File: config.mk
export PLATFORM = sky130hd
export DESIGN_NAME = info_link_top
export DESIGN_NICKNAME = d
export VERILOG_FILES = /design/src/verilog/info_link_pkg.sv /design/src/verilog/info_link_if.sv /design/src/verilog/info_link_top.sv /design/src/verilog/rx_info_phy.sv /design/src/verilog/tx_byte_queue.sv /design/src/verilog/tx_info_phy.sv
export VERILOG_INCLUDE_DIRS = /design/src /design/src/verilog
export SDC_FILE = /design/constraint.sdc
export NUM_CORES = 1
export LEC_CHECK = 0
export BUFFER_PORTS_ARGS = -buffer_cell sky130_fd_sc_hd__buf_2
export CAP_MARGIN = 10
export CORE_ASPECT_RATIO = 1.25
export CORE_MARGIN = 4
export CORE_UTILIZATION = 40
export CTS_BUF_LIST = sky130_fd_sc_hd__clkbuf_8 sky130_fd_sc_hd__clkbuf_16
export CTS_CLUSTER_DIAMETER = 150
export CTS_CLUSTER_SIZE = 28
export DETAILED_ROUTE_END_ITERATION = 12
export PLACE_DENSITY = 0.62
export SETUP_SLACK_MARGIN = 0.1
export SLEW_MARGIN = 25
export SYNTH_ARGS = -nofsm -noshare
export SYNTH_HDL_FRONTEND = slang
export SYNTH_SLANG_ARGS = --single-unit
File: constraint.sdc
create_clock -name clk_sys -period 9.05 [get_ports clk_sys]
set_input_delay 0.4525 -clock clk_sys [delete_from_list [all_inputs] [get_ports clk_sys]]
set_output_delay 0.4525 -clock clk_sys [all_outputs]
set_load 0.02 [all_outputs]
File: src/verilog/info_link_params.svh
// info link shared widths, transmit queue depth and stop bit count

`ifndef INFO_LINK_PARAMS_SVH
`define INFO_LINK_PARAMS_SVH

// one data byte on the line
`define INFO_DATA_W 8

// bit period setting, in clk_sys cycles
`define INFO_PERIOD_W 20

// transmit queue entries, power of two
`define INFO_QUEUE_DEPTH 4

// stop bits sent per frame
// the receiver checks only the first
`define INFO_STOP_BITS 4

`endif

File: src/verilog/info_link_pkg.sv
// info link types shared by the queue, the transmit PHY and the receive PHY

`include "info_link_params.svh"

package info_link_pkg;

	typedef logic [`INFO_DATA_W-1:0] info_byte_t;

	typedef logic [`INFO_PERIOD_W-1:0] info_period_t;

	// one extra bit to tell full from empty
	typedef logic [$clog2(`INFO_QUEUE_DEPTH):0] queue_ptr_t;

	// ----------------------------------------------------------
	// state machines
	// ----------------------------------------------------------
	typedef enum logic [2:0] {
		TX_IDLE,
		TX_START,
		TX_DATA,
		TX_STOP,
		TX_DONE
	} tx_state_t;

	typedef enum logic [2:0] {
		RX_IDLE,
		RX_START,
		RX_DATA,
		RX_STOP,
		RX_DELIVER
	} rx_state_t;

endpackage

File: src/verilog/info_link_if.sv
// byte hand-off between the transmit queue and the transmit PHY

interface info_link_if;

	// byte to send, valid while fire is high
	info_link_pkg::info_byte_t data;

	// one-cycle start strobe from the queue
	logic fire;

	// one-cycle end of frame strobe from the PHY
	logic done;

	// bit period, passed through from the top level
	info_link_pkg::info_period_t period;

	modport queue (
		output data,
		output fire,
		output period,
		input  done
	);

	modport phy (
		input  data,
		input  fire,
		input  period,
		output done
	);

endinterface

File: src/verilog/info_link_top.sv
// info link top level, transmit queue and PHY plus the receive PHY

module info_link_top (
	input  logic                        clk_sys,
	input  logic                        rst_n,
	input  info_link_pkg::info_period_t tbit_period,
	input  logic                        push,
	input  info_link_pkg::info_byte_t   push_data,
	input  logic                        line_in,
	output logic                        full,
	output logic                        busy,
	output logic                        line_out,
	output info_link_pkg::info_byte_t   rx_data,
	output logic                        rx_valid,
	output logic                        rx_frame_err
);

	// queue to transmit PHY hand-off
	info_link_if link ();

	tx_byte_queue u_queue (
		.clk_sys     (clk_sys),
		.rst_n       (rst_n),
		.push        (push),
		.push_data   (push_data),
		.tbit_period (tbit_period),
		.full        (full),
		.busy        (busy),
		.link        (link.queue)
	);

	tx_info_phy u_tx_phy (
		.clk_sys (clk_sys),
		.rst_n   (rst_n),
		.link    (link.phy),
		.tx      (line_out)
	);

	// separate line input, looped back on the board
	rx_info_phy u_rx_phy (
		.clk_sys      (clk_sys),
		.rst_n        (rst_n),
		.rx           (line_in),
		.tbit_period  (tbit_period),
		.rx_data      (rx_data),
		.rx_valid     (rx_valid),
		.rx_frame_err (rx_frame_err)
	);

endmodule

File: src/verilog/rx_info_phy.sv
// receive PHY, recovers one byte per frame and flags a low first stop bit

`include "info_link_params.svh"

module rx_info_phy (
	input  logic                        clk_sys,
	input  logic                        rst_n,
	input  logic                        rx,
	input  info_link_pkg::info_period_t tbit_period,
	output info_link_pkg::info_byte_t   rx_data,
	output logic                        rx_valid,
	output logic                        rx_frame_err
);

	localparam int BIT_W = $clog2(`INFO_DATA_W);

	info_link_pkg::rx_state_t    state;
	info_link_pkg::info_period_t cnt_cycle;
	info_link_pkg::info_period_t half_period;
	info_link_pkg::info_byte_t   shift_q;
	logic [BIT_W-1:0]            bit_cnt;
	logic                        rx_meta;
	logic                        rx_sync;
	logic                        rx_prev;
	logic                        stop_ok;
	logic                        fall;
	logic                        bit_end;
	logic                        half_end;

	// ----------------------------------------------------------
	// line synchronizer and edge detect
	// ----------------------------------------------------------
	always_ff @(posedge clk_sys or negedge rst_n) begin
		if (!rst_n) begin
			rx_meta <= 1'b1;
			rx_sync <= 1'b1;
			rx_prev <= 1'b1;
		end else begin
			rx_meta <= rx;
			rx_sync <= rx_meta;
			rx_prev <= rx_sync;
		end
	end

	assign fall = rx_prev && !rx_sync;

	assign half_period = tbit_period >> 1;
	assign half_end = (cnt_cycle == (half_period - info_link_pkg::info_period_t'(1)));
	assign bit_end = (cnt_cycle == (tbit_period - info_link_pkg::info_period_t'(1)));

	// ----------------------------------------------------------
	// receive FSM
	// ----------------------------------------------------------
	always_ff @(posedge clk_sys or negedge rst_n) begin
		if (!rst_n) begin
			state     <= info_link_pkg::RX_IDLE;
			cnt_cycle <= '0;
			bit_cnt   <= '0;
			stop_ok   <= 1'b1;
		end else begin
			cnt_cycle <= cnt_cycle + info_link_pkg::info_period_t'(1);
			case (state)
				info_link_pkg::RX_IDLE: begin
					cnt_cycle <= '0;
					if (fall) begin
						state <= info_link_pkg::RX_START;
					end
				end
				info_link_pkg::RX_START: begin
					if (half_end) begin
						cnt_cycle <= '0;
						bit_cnt   <= '0;
						// start bit gone by mid-bit, treat as a glitch
						state <= rx_sync ? info_link_pkg::RX_IDLE : info_link_pkg::RX_DATA;
					end
				end
				info_link_pkg::RX_DATA: begin
					if (bit_end) begin
						cnt_cycle <= '0;
						bit_cnt   <= bit_cnt + BIT_W'(1);
						if (bit_cnt == BIT_W'(`INFO_DATA_W - 1)) begin
							state <= info_link_pkg::RX_STOP;
						end
					end
				end
				info_link_pkg::RX_STOP: begin
					if (bit_end) begin
						cnt_cycle <= '0;
						stop_ok   <= rx_sync;
						state     <= info_link_pkg::RX_DELIVER;
					end
				end
				default: begin
					state <= info_link_pkg::RX_IDLE;
				end
			endcase
		end
	end

	// data bits sampled mid-bit, MSB first
	always_ff @(posedge clk_sys) begin
		if ((state == info_link_pkg::RX_DATA) && bit_end) begin
			shift_q <= {shift_q[`INFO_DATA_W-2:0], rx_sync};
		end
	end

	assign rx_data      = shift_q;
	assign rx_valid     = (state == info_link_pkg::RX_DELIVER);
	assign rx_frame_err = rx_valid && !stop_ok;

endmodule

File: src/verilog/tx_byte_queue.sv
// transmit byte FIFO, fires the PHY for each stored byte and waits for done

`include "info_link_params.svh"

module tx_byte_queue (
	input  logic                        clk_sys,
	input  logic                        rst_n,
	input  logic                        push,
	input  info_link_pkg::info_byte_t   push_data,
	input  info_link_pkg::info_period_t tbit_period,
	output logic                        full,
	output logic                        busy,
	info_link_if.queue                  link
);

	localparam int AW = $clog2(`INFO_QUEUE_DEPTH);

	info_link_pkg::info_byte_t  mem [`INFO_QUEUE_DEPTH];
	info_link_pkg::queue_ptr_t  wr_ptr;
	info_link_pkg::queue_ptr_t  rd_ptr;
	logic                       outstanding;
	logic                       empty;
	logic                       do_push;
	logic                       do_pop;

	// ----------------------------------------------------------
	// occupancy
	// ----------------------------------------------------------
	assign empty = (wr_ptr == rd_ptr);
	// same index, wrapped a different number of times
	assign full = (wr_ptr[AW] != rd_ptr[AW]) && (wr_ptr[AW-1:0] == rd_ptr[AW-1:0]);

	// pushes while full are dropped
	assign do_push = push && !full;
	// pop the head only when no frame is in flight
	assign do_pop = !empty && !outstanding;

	always_ff @(posedge clk_sys) begin
		if (do_push) begin
			mem[wr_ptr[AW-1:0]] <= push_data;
		end
	end

	always_ff @(posedge clk_sys or negedge rst_n) begin
		if (!rst_n) begin
			wr_ptr <= '0;
			rd_ptr <= '0;
		end else begin
			if (do_push) begin
				wr_ptr <= wr_ptr + info_link_pkg::queue_ptr_t'(1);
			end
			if (do_pop) begin
				rd_ptr <= rd_ptr + info_link_pkg::queue_ptr_t'(1);
			end
		end
	end

	// set on fire, cleared by the PHY's done pulse
	always_ff @(posedge clk_sys or negedge rst_n) begin
		if (!rst_n) begin
			outstanding <= 1'b0;
		end else if (do_pop) begin
			outstanding <= 1'b1;
		end else if (link.done) begin
			outstanding <= 1'b0;
		end
	end

	// ----------------------------------------------------------
	// hand-off to the PHY
	// ----------------------------------------------------------
	assign link.fire   = do_pop;
	assign link.data   = mem[rd_ptr[AW-1:0]];
	assign link.period = tbit_period;

	assign busy = !empty || outstanding;

endmodule

File: src/verilog/tx_info_phy.sv
// transmit PHY, serializes one byte MSB first with start and stop bits

`include "info_link_params.svh"

module tx_info_phy (
	input  logic      clk_sys,
	input  logic      rst_n,
	info_link_if.phy  link,
	output logic      tx
);

	localparam int BIT_W  = $clog2(`INFO_DATA_W);
	localparam int STOP_W = $clog2(`INFO_STOP_BITS);

	info_link_pkg::tx_state_t    state;
	info_link_pkg::info_byte_t   data_q;
	info_link_pkg::info_period_t cnt_cycle;
	logic [BIT_W-1:0]            bit_idx;
	logic [STOP_W-1:0]           stop_cnt;
	logic                        bit_end;
	logic                        sending;

	// payload latched on fire
	always_ff @(posedge clk_sys) begin
		if (link.fire) begin
			data_q <= link.data;
		end
	end

	// ----------------------------------------------------------
	// bit period counter
	// ----------------------------------------------------------
	assign sending = (state == info_link_pkg::TX_START) ||
		(state == info_link_pkg::TX_DATA) ||
		(state == info_link_pkg::TX_STOP);

	assign bit_end = (cnt_cycle == (link.period - info_link_pkg::info_period_t'(1)));

	always_ff @(posedge clk_sys or negedge rst_n) begin
		if (!rst_n) begin
			cnt_cycle <= '0;
		end else if (!sending || bit_end) begin
			cnt_cycle <= '0;
		end else begin
			cnt_cycle <= cnt_cycle + info_link_pkg::info_period_t'(1);
		end
	end

	// ----------------------------------------------------------
	// main FSM
	// ----------------------------------------------------------
	always_ff @(posedge clk_sys or negedge rst_n) begin
		if (!rst_n) begin
			state    <= info_link_pkg::TX_IDLE;
			bit_idx  <= '0;
			stop_cnt <= '0;
		end else begin
			case (state)
				info_link_pkg::TX_IDLE: begin
					if (link.fire) begin
						state <= info_link_pkg::TX_START;
					end
				end
				info_link_pkg::TX_START: begin
					if (bit_end) begin
						// MSB goes out first
						bit_idx <= BIT_W'(`INFO_DATA_W - 1);
						state   <= info_link_pkg::TX_DATA;
					end
				end
				info_link_pkg::TX_DATA: begin
					if (bit_end) begin
						bit_idx <= bit_idx - BIT_W'(1);
						if (bit_idx == '0) begin
							stop_cnt <= '0;
							state    <= info_link_pkg::TX_STOP;
						end
					end
				end
				info_link_pkg::TX_STOP: begin
					if (bit_end) begin
						stop_cnt <= stop_cnt + STOP_W'(1);
						if (stop_cnt == STOP_W'(`INFO_STOP_BITS - 1)) begin
							state <= info_link_pkg::TX_DONE;
						end
					end
				end
				default: begin
					state <= info_link_pkg::TX_IDLE;
				end
			endcase
		end
	end

	assign link.done = (state == info_link_pkg::TX_DONE);

	// line idles high
	always_comb begin
		case (state)
			info_link_pkg::TX_START: tx = 1'b0;
			info_link_pkg::TX_DATA:  tx = data_q[bit_idx];
			default:                 tx = 1'b1;
		endcase
	end

endmodule
==> metrics.md <==
| Metric | Value |
|---|---|
| Die H | `156.1 µm` |
| Yosys top cell area share | `0.2174` |
| Final setup margin | `5.005 ns` |
| Clock Skews | `0.01054 ns` |
| Setup violations, final | `0` |
| Max_slew headroom | `0.3939` |
| Initial antenna violation count | `0` |
| Worst R2R Path Depth | `9` |
| Total negative setup slack | `0 ns` |
| Post-synth EDFFs | `48` |
| Top FF cell, synth | `dfrtp_1` |
| Final Hold Vio Count | `0` |
| Via count | `5262` |
| Stages on the worst setup path | `11` |
| Final ANT Viol Nets | `0` |
| Yosys cell types | `79` |
| Crit-path leading delay family | `simple AND/OR/NAND/NOR gates` |
| Placed Cells | `909` |
| Synthesized area | `7020 µm²` |
| CTS tree | `done` |
| Number of CTS-inserted buffers | `17` |
| GP Congestion | `0.9046` |
| Power Dens Cells | `around 190 nW/µm²` |
| DRC | `0` |
| Clock latency reported for the late side of the worst-skew pair | `between 0.4 and 0.5 ns` |
| Hold Crit Class | `in2reg` |
| Synth top area cells | `dfrtp_1 22%, edfxtp_1 21%, xnor2_1 8.1%` |
| R2R Setup Slk | `around 5.8 ns` |
| Status | `complete, no violations` |
| Average wire per standard cell | `roughly 18 µm` |
| Io pins | `45` |
| First-pass GRT wire length | `28.09 mm` |
| Reg-to-reg endpoint | `u_rx_phy.cnt_cycle[3]` |
| Crit path to | `u_rx_phy.rx_data[0]` |
| Share of layout cells above drive strength 1 | `0.1720` |
| Initial Util | `0.4119` |
| Clock transition at path regs | `roughly 0.060 ns` |
| Cells along the critical path | `buf_2, inv_1, ha_1, nor3b_2, nand2_1, xor2_1, a2111oi_1, nand4_1, nor4_2, nand2_1, nor3_2` |
| Synthesized instance count | `~700` |
| Area grow syn2layout | `12.81%` |
| Register area share after synthesis | `0.4377` |
| Routed vias/inst | `5.592` |
| Mapped Nets | `734` |
| Row cnt | `53` |
| Worst-margin pin slew | `0.9008 ns` |
| Leakage | `0.003095 µW` |
| Period utilization | `0.4470` |
| Crit path kind | `in2reg` |
| Max FO, Critical Path | `13` |
| VDD IR max | `between 0.0001 and 0.00015 V` |
| Yosys reg bits | `113` |
| Unrepaired setup endpoints after global routing | `no` |
| Post-DP HPWL | `12.99 mm` |
| Overflow left after global routing | `0` |
| Min Tclk post-route | `4.045 ns` |
| Number of global-route vias before repair | `5391` |
| Setup Buffers After CTS | `0` |
| Worst path slowest cell | `nor3b_2` |
| Clock Sinks | `about 110` |
| Largest net degree at the start of global routing | `66` |
| Fin. max-slew vios | `0` |
| Most used cell, CP | `nand2_1` |
| CP endpoint kind | `flip-flop` |
| Most common cell in the netlist | `nor2_1` |
| Avg Inst Size Synth | `10.20 µm²` |
| Worst slack, placed | `about 3.8 ns` |
| DRT Pass-1 Iters | `4` |
| N_diodes | `0` |
| Post-cts resize count | `0` |
| Total core area | `17040 µm²` |
| Critical path startpoint category | `input port` |
| NumNets Final | `around 750` |
| CTS max path bufs | `2` |
| Synth warnings | `0` |
| CP bufs+invs | `2` |
| Final std cells w/o fill | `~940` |
| Synth top cells by count | `84 x nor2_1, 65 x xnor2_1, 61 x dfrtp_1` |
| Highest clock rate | `0.2472 GHz` |
| Area leader, netlist | `dfrtp_1` |
| WP data arrival | `approximately 4 ns` |
| Clock Tree Root | `clkbuf_16` |
| Worst Path Required | `9.10 ns` |
| Die area | `19750 µm²` |
| Worst R2R Start | `u_rx_phy.cnt_cycle[15]` |
| Final wirelength | `about 17 mm` |
| Hold Buf Count CTS | `0` |
| Horiz. Die Dim | `126.5 µm` |
| Crit. Startpoint | `tbit_period[0]` |
| All-Layer GR Usage | `0.1796` |
| Port buffer count | `44` |
| Worst path max stage delay | `slightly above 0.7 ns` |
| Post-synth ARST share | `0.5752` |
| Fill count | `between 1.5k and 2k` |
| CTS HTree Levels | `4` |
| Max-Cap Viols | `0` |
| DRT iter0 DRCs | `270` |
[power breakdown]
part	total (µW)	internal (µW)	switching, µW	leakage [µW]
clock	641	363	278	0.000270
sequential	625	589	35.5	0.00128
combinational	204	86.7	117	0.00155
total	1470	1040	431	0.00309
[per-layer routing]
layer | wire length, µm | share of wire | vias to the layer above | GRT usage
li1 | - | - | 2503 | -
met1 | 7086 | 0.41 | 2575 | 0.2090
met2 | 8742 | 0.51 | 140 | 0.3133
met3 | 774 | 0.045 | 44 | 0.04007
met4 | 663 | 0.038 | 0 | 0.08533
met5 | 0 | 0 | - | 0
[layout by cell type (no fill, tap or decap), types with 8 or more instances in the layout]
cell type / Yosys / layout
xnor2_1: 65 / 65
o21ai_0: 13 / 13
inv_1: 14 / 14
mux4_2: 10 / 10
nor2_1: 84 / 84
inv_6: 0 / 8
ha_1: 14 / 14
buf_2: 9 / 44
nand4_1: 19 / 19
nand2_1: 37 / 37
nand3_1: 35 / 35
dfrtp_1: 61 / 61
nor4_1: 12 / 11
edfxtp_1: 48 / 48
clkbuf_16: 0 / 17
nor2b_1: 13 / 13
and3_1: 15 / 15
xor2_1: 52 / 52
a21oi_1: 15 / 15
nor3_1: 15 / 14
[worst register-to-register path, delay by kind of cell (launching register included)]
kind | cells | cell delay (ns)
and+or+nand+nor | 4 | 1.31
DFF | 1 | 0.52
AOI/OAI and AO/OA | 3 | 0.59
xor gates and xnor gates | 1 | 0.41
buffers and inverters | 1 | 0.28
[cell type report]
type | instances | area [µm²] | area share
sequential | 113 | 3073 | 0.3880
multi-input combinational | 515 | 3714 | 0.4689
inverter | 14 | 52.55 | 0.006635
timing repair buffer | 47 | 242.7 | 0.03065
clock buffer | 17 | 425.4 | 0.05371
tap | 220 | 275.3 | 0.03476
clock inverter | 15 | 137.6 | 0.01738
[flip-flops by register name (all words and copies together) (netlist names), 2 cells and up]
register / cells
u_tx_phy.bit_idx: 3
u_rx_phy.rx_data: 8
u_rx_phy.cnt_cycle: 20
u_queue.wr_ptr: 3
u_queue.mem: 32
u_tx_phy.data_q: 8
u_queue.rd_ptr: 3
u_tx_phy.state: 3
u_tx_phy.stop_cnt: 2
u_rx_phy.bit_cnt: 3
u_tx_phy.cnt_cycle: 20
u_rx_phy.state: 3
[cell families (layout without fill, tap and decap cells)]
kind of cell	count (synthesis)	in the layout	share of synthesized area
simple gates	285	285	0.2230
fa+ha+maj	14	14	0.02495
xor+xnor	119	119	0.1526
flops	113	113	0.4377
compound gates	78	78	0.07913
buf+inv	60	93	0.03689
mux	19	19	0.04580
[stage by stage]
stage	util	area (µm²)	hold WS (ns)	total power, µW
2_1_floorplan	-	7020	0.1569	776.3
3_3_place_gp	0.4305	7337	0.3481	834.1
3_5_place_dp	0.4305	7337	0.3468	841.3
4_1_cts	0.4635	7900	0.1319	1486
5_1_grt	0.4647	7920	0.1341	1537
6_report	0.4647	7920	0.1451	1470
[how the worst min path moves through the flow]
stage / endpoint / from / slack (ns) / depth (start not counted)
after floorplan: u_queue.outstanding / rst_n / 0.16 / 0
after global placement: u_rx_phy.rx_sync / u_rx_phy.rx_meta / 0.35 / 0
after detailed placement: u_rx_phy.rx_sync / u_rx_phy.rx_meta / 0.35 / 0
after CTS: u_rx_phy.rx_meta / line_in / 0.13 / 1
after global routing: u_rx_phy.rx_meta / line_in / 0.13 / 1
final: u_rx_phy.rx_meta / line_in / 0.15 / 1
No activity file was read; power rests on OpenSTA's default activity.
